**config.mk**
```make
export PLATFORM = sky130hd
export DESIGN_NAME = main_xbar
export DESIGN_NICKNAME = d
export VERILOG_FILES = /design/src/design/platform_pkg.sv /design/src/design/main_xbar.sv /design/src/design/wb_addr_decoder.sv /design/src/design/wb_resp_mux.sv /design/src/design/wb_scratch_slave.sv
export SDC_FILE = /design/constraint.sdc
export NUM_CORES = 2
export LEC_CHECK = 0
export BUFFER_PORTS_ARGS = -buffer_cell sky130_fd_sc_hd__buf_2
export CAP_MARGIN = 25
export CORE_MARGIN = 2
export CORE_UTILIZATION = 44
export DETAILED_ROUTE_END_ITERATION = 8
export GPL_ROUTABILITY_DRIVEN = 0
export PLACE_DENSITY_LB_ADDON = 0.15
export SLEW_MARGIN = 20
export SYNTH_ARGS = -nofsm -noshare
export SYNTH_HDL_FRONTEND = slang
export SYNTH_SLANG_ARGS = --single-unit
```
**constraint.sdc**
```tcl
create_clock -name clk_i -period 4.98 [get_ports clk_i]
set_input_delay 0.996 -clock clk_i [delete_from_list [all_inputs] [get_ports clk_i]]
set_output_delay 0.996 -clock clk_i [all_outputs]
set_load 0.005 [all_outputs]
```
**src/design/platform_pkg.sv**
```systemverilog
//////////////////////////////////////////////////////////////////////
// platform package with bus widths, address map defaults and the
// decoder state type shared by the peripheral crossbar
//////////////////////////////////////////////////////////////////////
package platform_pkg;

    // wishbone byte address width
    localparam int MAIN_WB_AW = 32;

    // wishbone data width, one word
    localparam int MAIN_WB_DW = 32;

    // one select bit per byte lane
    localparam int MAIN_WB_SW = MAIN_WB_DW / 8;

    // number of peripheral slaves behind the crossbar
    localparam int MAIN_XBAR_NUM_SLAVES = 4;

    // log2 of each slave's byte window
    // slave i owns the addresses whose bits above the span equal i,
    // anything past the last slave is unmapped
    localparam int MAIN_XBAR_SLAVE_SPAN = 8;

    // log2 of words per slave register bank, must fit in the span
    localparam int MAIN_XBAR_REG_AW = 4;

    // decoder states
    typedef enum logic [1:0] {
        // nothing outstanding
        IDLE     = 2'd0,
        // responses from the current slave are pending
        BUSY     = 2'd1,
        // error answer goes out on the next cycle
        ERR_RESP = 2'd2
    } dec_state_e;

endpackage : platform_pkg

```
**src/design/main_xbar.sv**
```systemverilog
`timescale 1ns/1ps
//////////////////////////////////////////////////////////////////////
// main crossbar, one wishbone master fanned out to scratch slaves
//////////////////////////////////////////////////////////////////////
module main_xbar #(
    parameter int NUM_SLAVES = platform_pkg::MAIN_XBAR_NUM_SLAVES,
    parameter int SPAN_LG2   = platform_pkg::MAIN_XBAR_SLAVE_SPAN,
    parameter int REG_AW     = platform_pkg::MAIN_XBAR_REG_AW
) (
    input  logic                                clk_i,
    input  logic                                i_rst_n,

    // master bus
    input  logic                                i_cyc,
    input  logic                                i_stb,
    input  logic                                i_we,
    input  logic [platform_pkg::MAIN_WB_AW-1:0] i_addr,
    input  logic [platform_pkg::MAIN_WB_DW-1:0] i_wdata,
    input  logic [platform_pkg::MAIN_WB_SW-1:0] i_sel,
    output logic                                o_stall,
    output logic                                o_ack,
    output logic [platform_pkg::MAIN_WB_DW-1:0] o_rdata,
    output logic                                o_err
);

    localparam int DW = platform_pkg::MAIN_WB_DW;

    logic [NUM_SLAVES-1:0]    slv_stb;
    logic [NUM_SLAVES-1:0]    slv_ack;
    logic [NUM_SLAVES*DW-1:0] slv_rdata;
    logic                     dec_err;
    logic                     resp_valid;

    // bank must fit inside the slave window
    if (REG_AW + 2 > SPAN_LG2) begin : gen_span_check
        $error("REG_AW does not fit inside the slave span");
    end

    wb_addr_decoder #(
        .NUM_SLAVES(NUM_SLAVES),
        .SPAN_LG2  (SPAN_LG2)
    ) wb_addr_decoder_i (
        .clk_i       (clk_i),
        .i_rst_n     (i_rst_n),
        .i_cyc       (i_cyc),
        .i_stb       (i_stb),
        .i_addr      (i_addr),
        .i_resp_valid(resp_valid),
        .o_stall     (o_stall),
        .o_slv_stb   (slv_stb),
        .o_dec_err   (dec_err)
    );

    // word index sits above the two byte bits
    for (genvar i = 0; i < NUM_SLAVES; i++) begin : gen_slaves
        wb_scratch_slave #(
            .SLAVE_IDX(i),
            .REG_AW   (REG_AW)
        ) wb_scratch_slave_i (
            .clk_i  (clk_i),
            .i_rst_n(i_rst_n),
            .i_stb  (slv_stb[i]),
            .i_we   (i_we),
            .i_addr (i_addr[REG_AW+1:2]),
            .i_wdata(i_wdata),
            .i_sel  (i_sel),
            .o_ack  (slv_ack[i]),
            .o_rdata(slv_rdata[i*DW +: DW])
        );
    end

    wb_resp_mux #(
        .NUM_SLAVES(NUM_SLAVES)
    ) wb_resp_mux_i (
        .i_slv_ack   (slv_ack),
        .i_slv_rdata (slv_rdata),
        .i_dec_err   (dec_err),
        .o_ack       (o_ack),
        .o_err       (o_err),
        .o_rdata     (o_rdata),
        .o_resp_valid(resp_valid)
    );

endmodule : main_xbar

```
**src/design/wb_addr_decoder.sv**
```systemverilog
`timescale 1ns/1ps
//////////////////////////////////////////////////////////////////////
// wishbone address decoder, routes strobes to one slave and answers
// unmapped requests with a bus error
//////////////////////////////////////////////////////////////////////
module wb_addr_decoder #(
    parameter int NUM_SLAVES = platform_pkg::MAIN_XBAR_NUM_SLAVES,
    parameter int SPAN_LG2   = platform_pkg::MAIN_XBAR_SLAVE_SPAN
) (
    input  logic                                clk_i,
    input  logic                                i_rst_n,
    input  logic                                i_cyc,
    input  logic                                i_stb,
    input  logic [platform_pkg::MAIN_WB_AW-1:0] i_addr,
    input  logic                                i_resp_valid,
    output logic                                o_stall,
    output logic [NUM_SLAVES-1:0]               o_slv_stb,
    output logic                                o_dec_err
);

    localparam int IDXW = (NUM_SLAVES > 1) ? $clog2(NUM_SLAVES) : 1;
    localparam int TGTW = platform_pkg::MAIN_WB_AW - SPAN_LG2;
    localparam int CNTW = 2;

    platform_pkg::dec_state_e state;
    platform_pkg::dec_state_e state_nxt;
    logic [CNTW-1:0]          out_cnt;
    logic [CNTW-1:0]          out_cnt_nxt;
    logic [IDXW-1:0]          cur_tgt;
    logic [TGTW-1:0]          tgt_full;
    logic [IDXW-1:0]          tgt_idx;
    logic                     mapped;
    logic                     accept;

    // target slave from the bits above the window
    assign tgt_full = i_addr[platform_pkg::MAIN_WB_AW-1:SPAN_LG2];
    assign tgt_idx  = tgt_full[IDXW-1:0];
    assign mapped   = (tgt_full < NUM_SLAVES);

    // hold off anything that would mix slaves or overlap an error
    always_comb begin
        o_stall = 1'b0;
        if (state == platform_pkg::ERR_RESP) begin
            o_stall = 1'b1;
        end else if (state == platform_pkg::BUSY && i_stb) begin
            o_stall = !mapped || (tgt_idx != cur_tgt);
        end
    end

    assign accept    = i_cyc && i_stb && !o_stall;
    assign o_slv_stb = (accept && mapped) ? (NUM_SLAVES'(1) << tgt_idx) : '0;
    assign o_dec_err = (state == platform_pkg::ERR_RESP);

    always_comb begin
        out_cnt_nxt = out_cnt + CNTW'(accept) - CNTW'(i_resp_valid);
        state_nxt   = state;
        if (accept) begin
            state_nxt = mapped ? platform_pkg::BUSY : platform_pkg::ERR_RESP;
        end else if (out_cnt_nxt == '0) begin
            state_nxt = platform_pkg::IDLE;
        end
    end

    // dropping cyc forgets all outstanding traffic
    always_ff @(posedge clk_i) begin
        if (!i_rst_n || !i_cyc) begin
            state   <= platform_pkg::IDLE;
            out_cnt <= '0;
        end else begin
            state   <= state_nxt;
            out_cnt <= out_cnt_nxt;
        end
    end

    always_ff @(posedge clk_i) begin
        if (accept && mapped) begin
            cur_tgt <= tgt_idx;
        end
    end

endmodule : wb_addr_decoder

```
**src/design/wb_resp_mux.sv**
```systemverilog
`timescale 1ns/1ps
//////////////////////////////////////////////////////////////////////
// response merger, folds slave acks and data with the decoder error
//////////////////////////////////////////////////////////////////////
module wb_resp_mux #(
    parameter int NUM_SLAVES = platform_pkg::MAIN_XBAR_NUM_SLAVES
) (
    input  logic [NUM_SLAVES-1:0]                           i_slv_ack,
    input  logic [NUM_SLAVES*platform_pkg::MAIN_WB_DW-1:0]  i_slv_rdata,
    input  logic                                            i_dec_err,
    output logic                                            o_ack,
    output logic                                            o_err,
    output logic [platform_pkg::MAIN_WB_DW-1:0]             o_rdata,
    output logic                                            o_resp_valid
);

    localparam int DW = platform_pkg::MAIN_WB_DW;

    assign o_ack = |i_slv_ack;

    // at most one slave acks per cycle so and-or is enough
    always_comb begin
        o_rdata = '0;
        for (int s = 0; s < NUM_SLAVES; s++) begin
            o_rdata = o_rdata | ({DW{i_slv_ack[s]}} & i_slv_rdata[s*DW +: DW]);
        end
    end

    // decoder error goes straight out
    assign o_err = i_dec_err;

    // counted down by the decoder
    assign o_resp_valid = o_ack || i_dec_err;

endmodule : wb_resp_mux

```
**src/design/wb_scratch_slave.sv**
```systemverilog
`timescale 1ns/1ps
//////////////////////////////////////////////////////////////////////
// scratch register slave with byte writes and a read-only id word
//////////////////////////////////////////////////////////////////////
module wb_scratch_slave #(
    parameter int SLAVE_IDX = 0,
    parameter int REG_AW    = platform_pkg::MAIN_XBAR_REG_AW
) (
    input  logic                                clk_i,
    input  logic                                i_rst_n,
    input  logic                                i_stb,
    input  logic                                i_we,
    input  logic [REG_AW-1:0]                   i_addr,
    input  logic [platform_pkg::MAIN_WB_DW-1:0] i_wdata,
    input  logic [platform_pkg::MAIN_WB_SW-1:0] i_sel,
    output logic                                o_ack,
    output logic [platform_pkg::MAIN_WB_DW-1:0] o_rdata
);

    localparam int NUM_WORDS = 2 ** REG_AW;

    logic [platform_pkg::MAIN_WB_DW-1:0] regs [NUM_WORDS];
    logic [platform_pkg::MAIN_WB_DW-1:0] rd_word;

    // word 0 is the identity register
    assign rd_word = (i_addr == '0) ? platform_pkg::MAIN_WB_DW'(SLAVE_IDX) : regs[i_addr];

    // register bank, writes to word 0 are dropped
    always_ff @(posedge clk_i) begin
        if (!i_rst_n) begin
            for (int w = 0; w < NUM_WORDS; w++) begin
                regs[w] <= '0;
            end
        end else if (i_stb && i_we && (i_addr != '0)) begin
            for (int b = 0; b < platform_pkg::MAIN_WB_SW; b++) begin
                if (i_sel[b]) begin
                    regs[i_addr][8*b +: 8] <= i_wdata[8*b +: 8];
                end
            end
        end
    end

    // ack one cycle after every strobe
    always_ff @(posedge clk_i) begin
        if (!i_rst_n) begin
            o_ack <= 1'b0;
        end else begin
            o_ack <= i_stb;
        end
    end

    // old value on reads, zero on write acks
    always_ff @(posedge clk_i) begin
        if (i_stb && !i_we) begin
            o_rdata <= rd_word;
        end else begin
            o_rdata <= '0;
        end
    end

endmodule : wb_scratch_slave
```
==> results.rst <==
.. list-table::
   :header-rows: 1

   * - Metric
     - Value
   * - Run status
     - finished, final reports clean
   * - HPWL reported at the end of detailed placement
     - 187900 um
   * - # hold bufs at CTS
     - 0
   * - DRT Pass-1 Iters
     - 7
   * - Detailed router's first-iteration violation count
     - 7237
   * - Overall track demand over capacity in global routing
     - 0.2706
   * - Critical path data arrival time
     - 2.95 ns
   * - Layout cell share with drive strength beyond 1
     - 0.2336
   * - Final WL
     - 295600 um
   * - Number of library cell types mapped by synthesis
     - 50
   * - Worst setup path category
     - reg2out
   * - Maximum Capacitance Violations
     - 0
   * - Post-route antenna net violation count
     - 0
   * - Portion of the clock cycle consumed by the worst path in the final layout
     - 0.7915
   * - Critical Path End Type
     - output pin
   * - Source of the critical timing path
     - gen_slaves[0].wb_scratch_slave_i.o_ack
   * - Leakage dissipation
     - 34.27 nW
   * - Clock latency on the worst-skew pair
     - 0.89 ns
   * - Post-layout util
     - 0.5065
   * - Routed via count divided by cell count
     - 5.983
   * - Slowest cell on the critical path
     - sky130_fd_sc_hd__dfxtp_2
   * - Yosys Warn Count
     - 0
   * - Relative slew margins
     - 0.2544
   * - Pwr per Cell Area
     - 370.0 nW/um^2
   * - Count of input and output buffers
     - 103
   * - Fraction of registers with async set/reset
     - 0
   * - Wire length of the first global-routing pass
     - 419500 um
   * - Clock transition at the registers of the reported paths
     - 0.07 ns
   * - Cell types occupying the most area after synthesis
     - sky130_fd_sc_hd__edfxtp_1, sky130_fd_sc_hd__mux4_2, sky130_fd_sc_hd__nor2_1
   * - Slew @ Worst Pin
     - 1.118 ns
   * - Number of remaining DRC errors
     - 0
   * - EDFF count, synth
     - 2046
   * - Drt wl/cell
     - 30.42 um
   * - Initial antenna violation count
     - 25
   * - Largest net degree at the start of global routing
     - 125
   * - Count of buffer and inverter cells on the critical path
     - 1
   * - Buffers from clock root to sink, at most
     - 3
   * - Dominant cell by count in the synthesized netlist
     - sky130_fd_sc_hd__edfxtp_1
   * - Most frequent cells after synthesis
     - sky130_fd_sc_hd__edfxtp_1, sky130_fd_sc_hd__nor2_1, sky130_fd_sc_hd__mux4_2
   * - Worst Min Path Start
     - i_cyc
   * - Number of setup violations in the final report
     - 0
   * - Via count of the first global-routing pass
     - 58300
   * - Worst setup skew after layout
     - 0.04786 ns
   * - Unrepaired setup endpoints after global routing
     - false
   * - Io pins
     - 108
   * - Endpoints failing hold
     - 0
   * - Via count
     - 58160
   * - Overall die width
     - 466.6 um
   * - Sinks on Clock Net
     - 2182
   * - CTS Buf Count
     - 229
   * - Commonest register cell after synthesis
     - sky130_fd_sc_hd__edfxtp_1
   * - Floorplan Core Area
     - 212500 um^2
   * - Vertical die dimension
     - 466.6 um
   * - Stage delay of the slowest cell on the critical path
     - 1.04 ns
   * - Total number of H-tree levels
     - 4
   * - Number of flip-flops and latches in the synthesized netlist
     - 2182
   * - Worst min path class
     - in2reg
   * - Post-layout min period
     - 3.942 ns
   * - TritonCTS clock tree
     - built
   * - Maximum fanout encountered on the critical timing path
     - 33
   * - Per-instance average area after synthesis
     - 14.58 um^2
   * - Cell area after technology mapping
     - 94180 um^2
   * - Leading area contributor after synthesis
     - sky130_fd_sc_hd__edfxtp_1
   * - Row Count
     - 169
   * - Area Growth Syn to Fin
     - 14.28%
   * - Setup TNS
     - 0 ns
   * - Initial Util
     - 0.4432
   * - Root buffer cell
     - sky130_fd_sc_hd__clkbuf_16
   * - Top-area cell type share of the netlist area
     - 0.6524
   * - Resize count post-CTS
     - 0
   * - Post-CTS setup buffers
     - 0
   * - Peak ir drop on the vdd network
     - 0.4120 mV
   * - Reg-to-reg critical path startpoint
     - wb_addr_decoder_i.state[0]
   * - Kind of start point of the critical path
     - flop
   * - Instance count of the mapped netlist
     - 6461
   * - Residual overflow from global routing
     - 0
   * - Sequential-to-total area share from yosys stat
     - 0.6813
   * - Final count of pins violating max slew
     - 0
   * - Final Total Pwr
     - 39.82 mW
   * - Total Die Area
     - 217800 um^2
   * - Layout net count
     - 6763
   * - Hold WS
     - 0.4433 ns
   * - Cell-by-cell trace of the critical path
     - a22oi_1 -> nand2_1 -> buf_2
   * - Required arrival time at the worst endpoint
     - 3.98 ns
   * - Top delay family on crit path
     - flip-flops
   * - Achievable frequency
     - 253.7 MHz
[layout make-up]
type                            instances  area (um^2)
Antenna cell                           12        30.03
Clock inverter                         88        706.9
Sequential cell                      2182        64170
Inverter                               23        86.33
Multi-Input combinational cell       3666        27800
Clock buffer                          342         6479
Timing Repair Buffer                  586         4832
Fill cell                           17970       104900
Tap cell                             2821         3530
[report_power, final]
| part | internal (mW) | switching (mW) |
|---|---|---|
| combinational | 0.937 | 1.57 |
| clock | 9.27 | 7.21 |
| sequential | 20.7 | 0.169 |
| total | 30.9 | 8.95 |
[sequential cells by signal, summed over array words and instances, names as in the netlist]
signal,count
gen_slaves.wb_scratch_slave_i.regs,2044
wb_addr_decoder_i.out_cnt,2
gen_slaves.wb_scratch_slave_i.o_rdata,128
wb_addr_decoder_i.cur_tgt,2
gen_slaves.wb_scratch_slave_i.o_ack,4
wb_addr_decoder_i.state,2
[per-stage QoR]
step                      setup WS, ns  instance area (um^2)  std cells
after floorplan                  1.563                 94640       6584
after global placement          0.8577                100100       9264
after detailed placement        0.9446                100300       9274
after CTS                        1.091                107500       9704
after global routing             1.075                107600       9714
final                            1.038                107600       9720
[kinds of logic after synthesis]
| kind of cell | after synthesis | share of synthesized area |
|---|---|---|
| AND/OR/NAND/NOR | 2274 | 0.09987 |
| flip-flops | 2182 | 0.6813 |
| AO/OA/AOI/OAI | 751 | 0.06045 |
| buffers and inverters | 736 | 0.03575 |
| multiplexers | 512 | 0.1219 |
| XOR/XNOR | 3 | 0.0004252 |
| adder cells (fa/ha/maj) | 2 | 0.0002657 |
| other | 1 | 0.00003982 |
[routing by layer]
metal,track usage,vias up,share of wire
met3,0.05134,555,0.082
met2,0.4382,2688,0.48
met1,0.3603,30270,0.39
li1,-,24640,-
met4,0.1105,6,0.041
met5,0,-,0.00015
[worst paths after layout]
| kind | to | slack (ns) | cells past startpoint |
|---|---|---|---|
| worst min register to register | wb_addr_decoder_i.state[0] | 0.56 | 4 |
| worst max-delay path | o_rdata[19] | 1.04 | 3 |
| worst min-delay path | wb_addr_decoder_i.out_cnt[0] | 0.44 | 2 |
| worst max register to register | gen_slaves[2].wb_scratch_slave_i.regs[12][7] | 1.56 | 7 |
[cell usage in the layout (no fill, tap or decap), drive strengths merged, types with 3 or more instances in the layout]
| master | Yosys | routed |
|---|---|---|
| a211oi | 127 | 127 |
| a21oi | 5 | 5 |
| a22oi | 313 | 313 |
| and2 | 13 | 13 |
| and3 | 12 | 12 |
| buf | 289 | 586 |
| bufinv | 0 | 6 |
| clkbuf | 424 | 342 |
| clkinv | 0 | 75 |
| clkinvlp | 0 | 3 |
| conb | 1 | 124 |
| dfxtp | 136 | 136 |
| diode | 0 | 12 |
| edfxtp | 2046 | 2046 |
| inv | 23 | 27 |
| mux2i | 4 | 4 |
| mux4 | 508 | 508 |
| nand2 | 200 | 200 |
| nand2b | 6 | 6 |
| nand3 | 21 | 21 |
| nand3b | 3 | 3 |
| nand4 | 9 | 9 |
| nor2 | 1700 | 1700 |
| nor2b | 7 | 7 |
| nor3 | 277 | 277 |
| nor3b | 3 | 3 |
| nor4 | 15 | 15 |
| o2111ai | 53 | 53 |
| o21ai | 224 | 224 |
| o22ai | 4 | 4 |
| o31ai | 17 | 17 |
| or2 | 3 | 3 |
(Power assumes the default switching activity.)
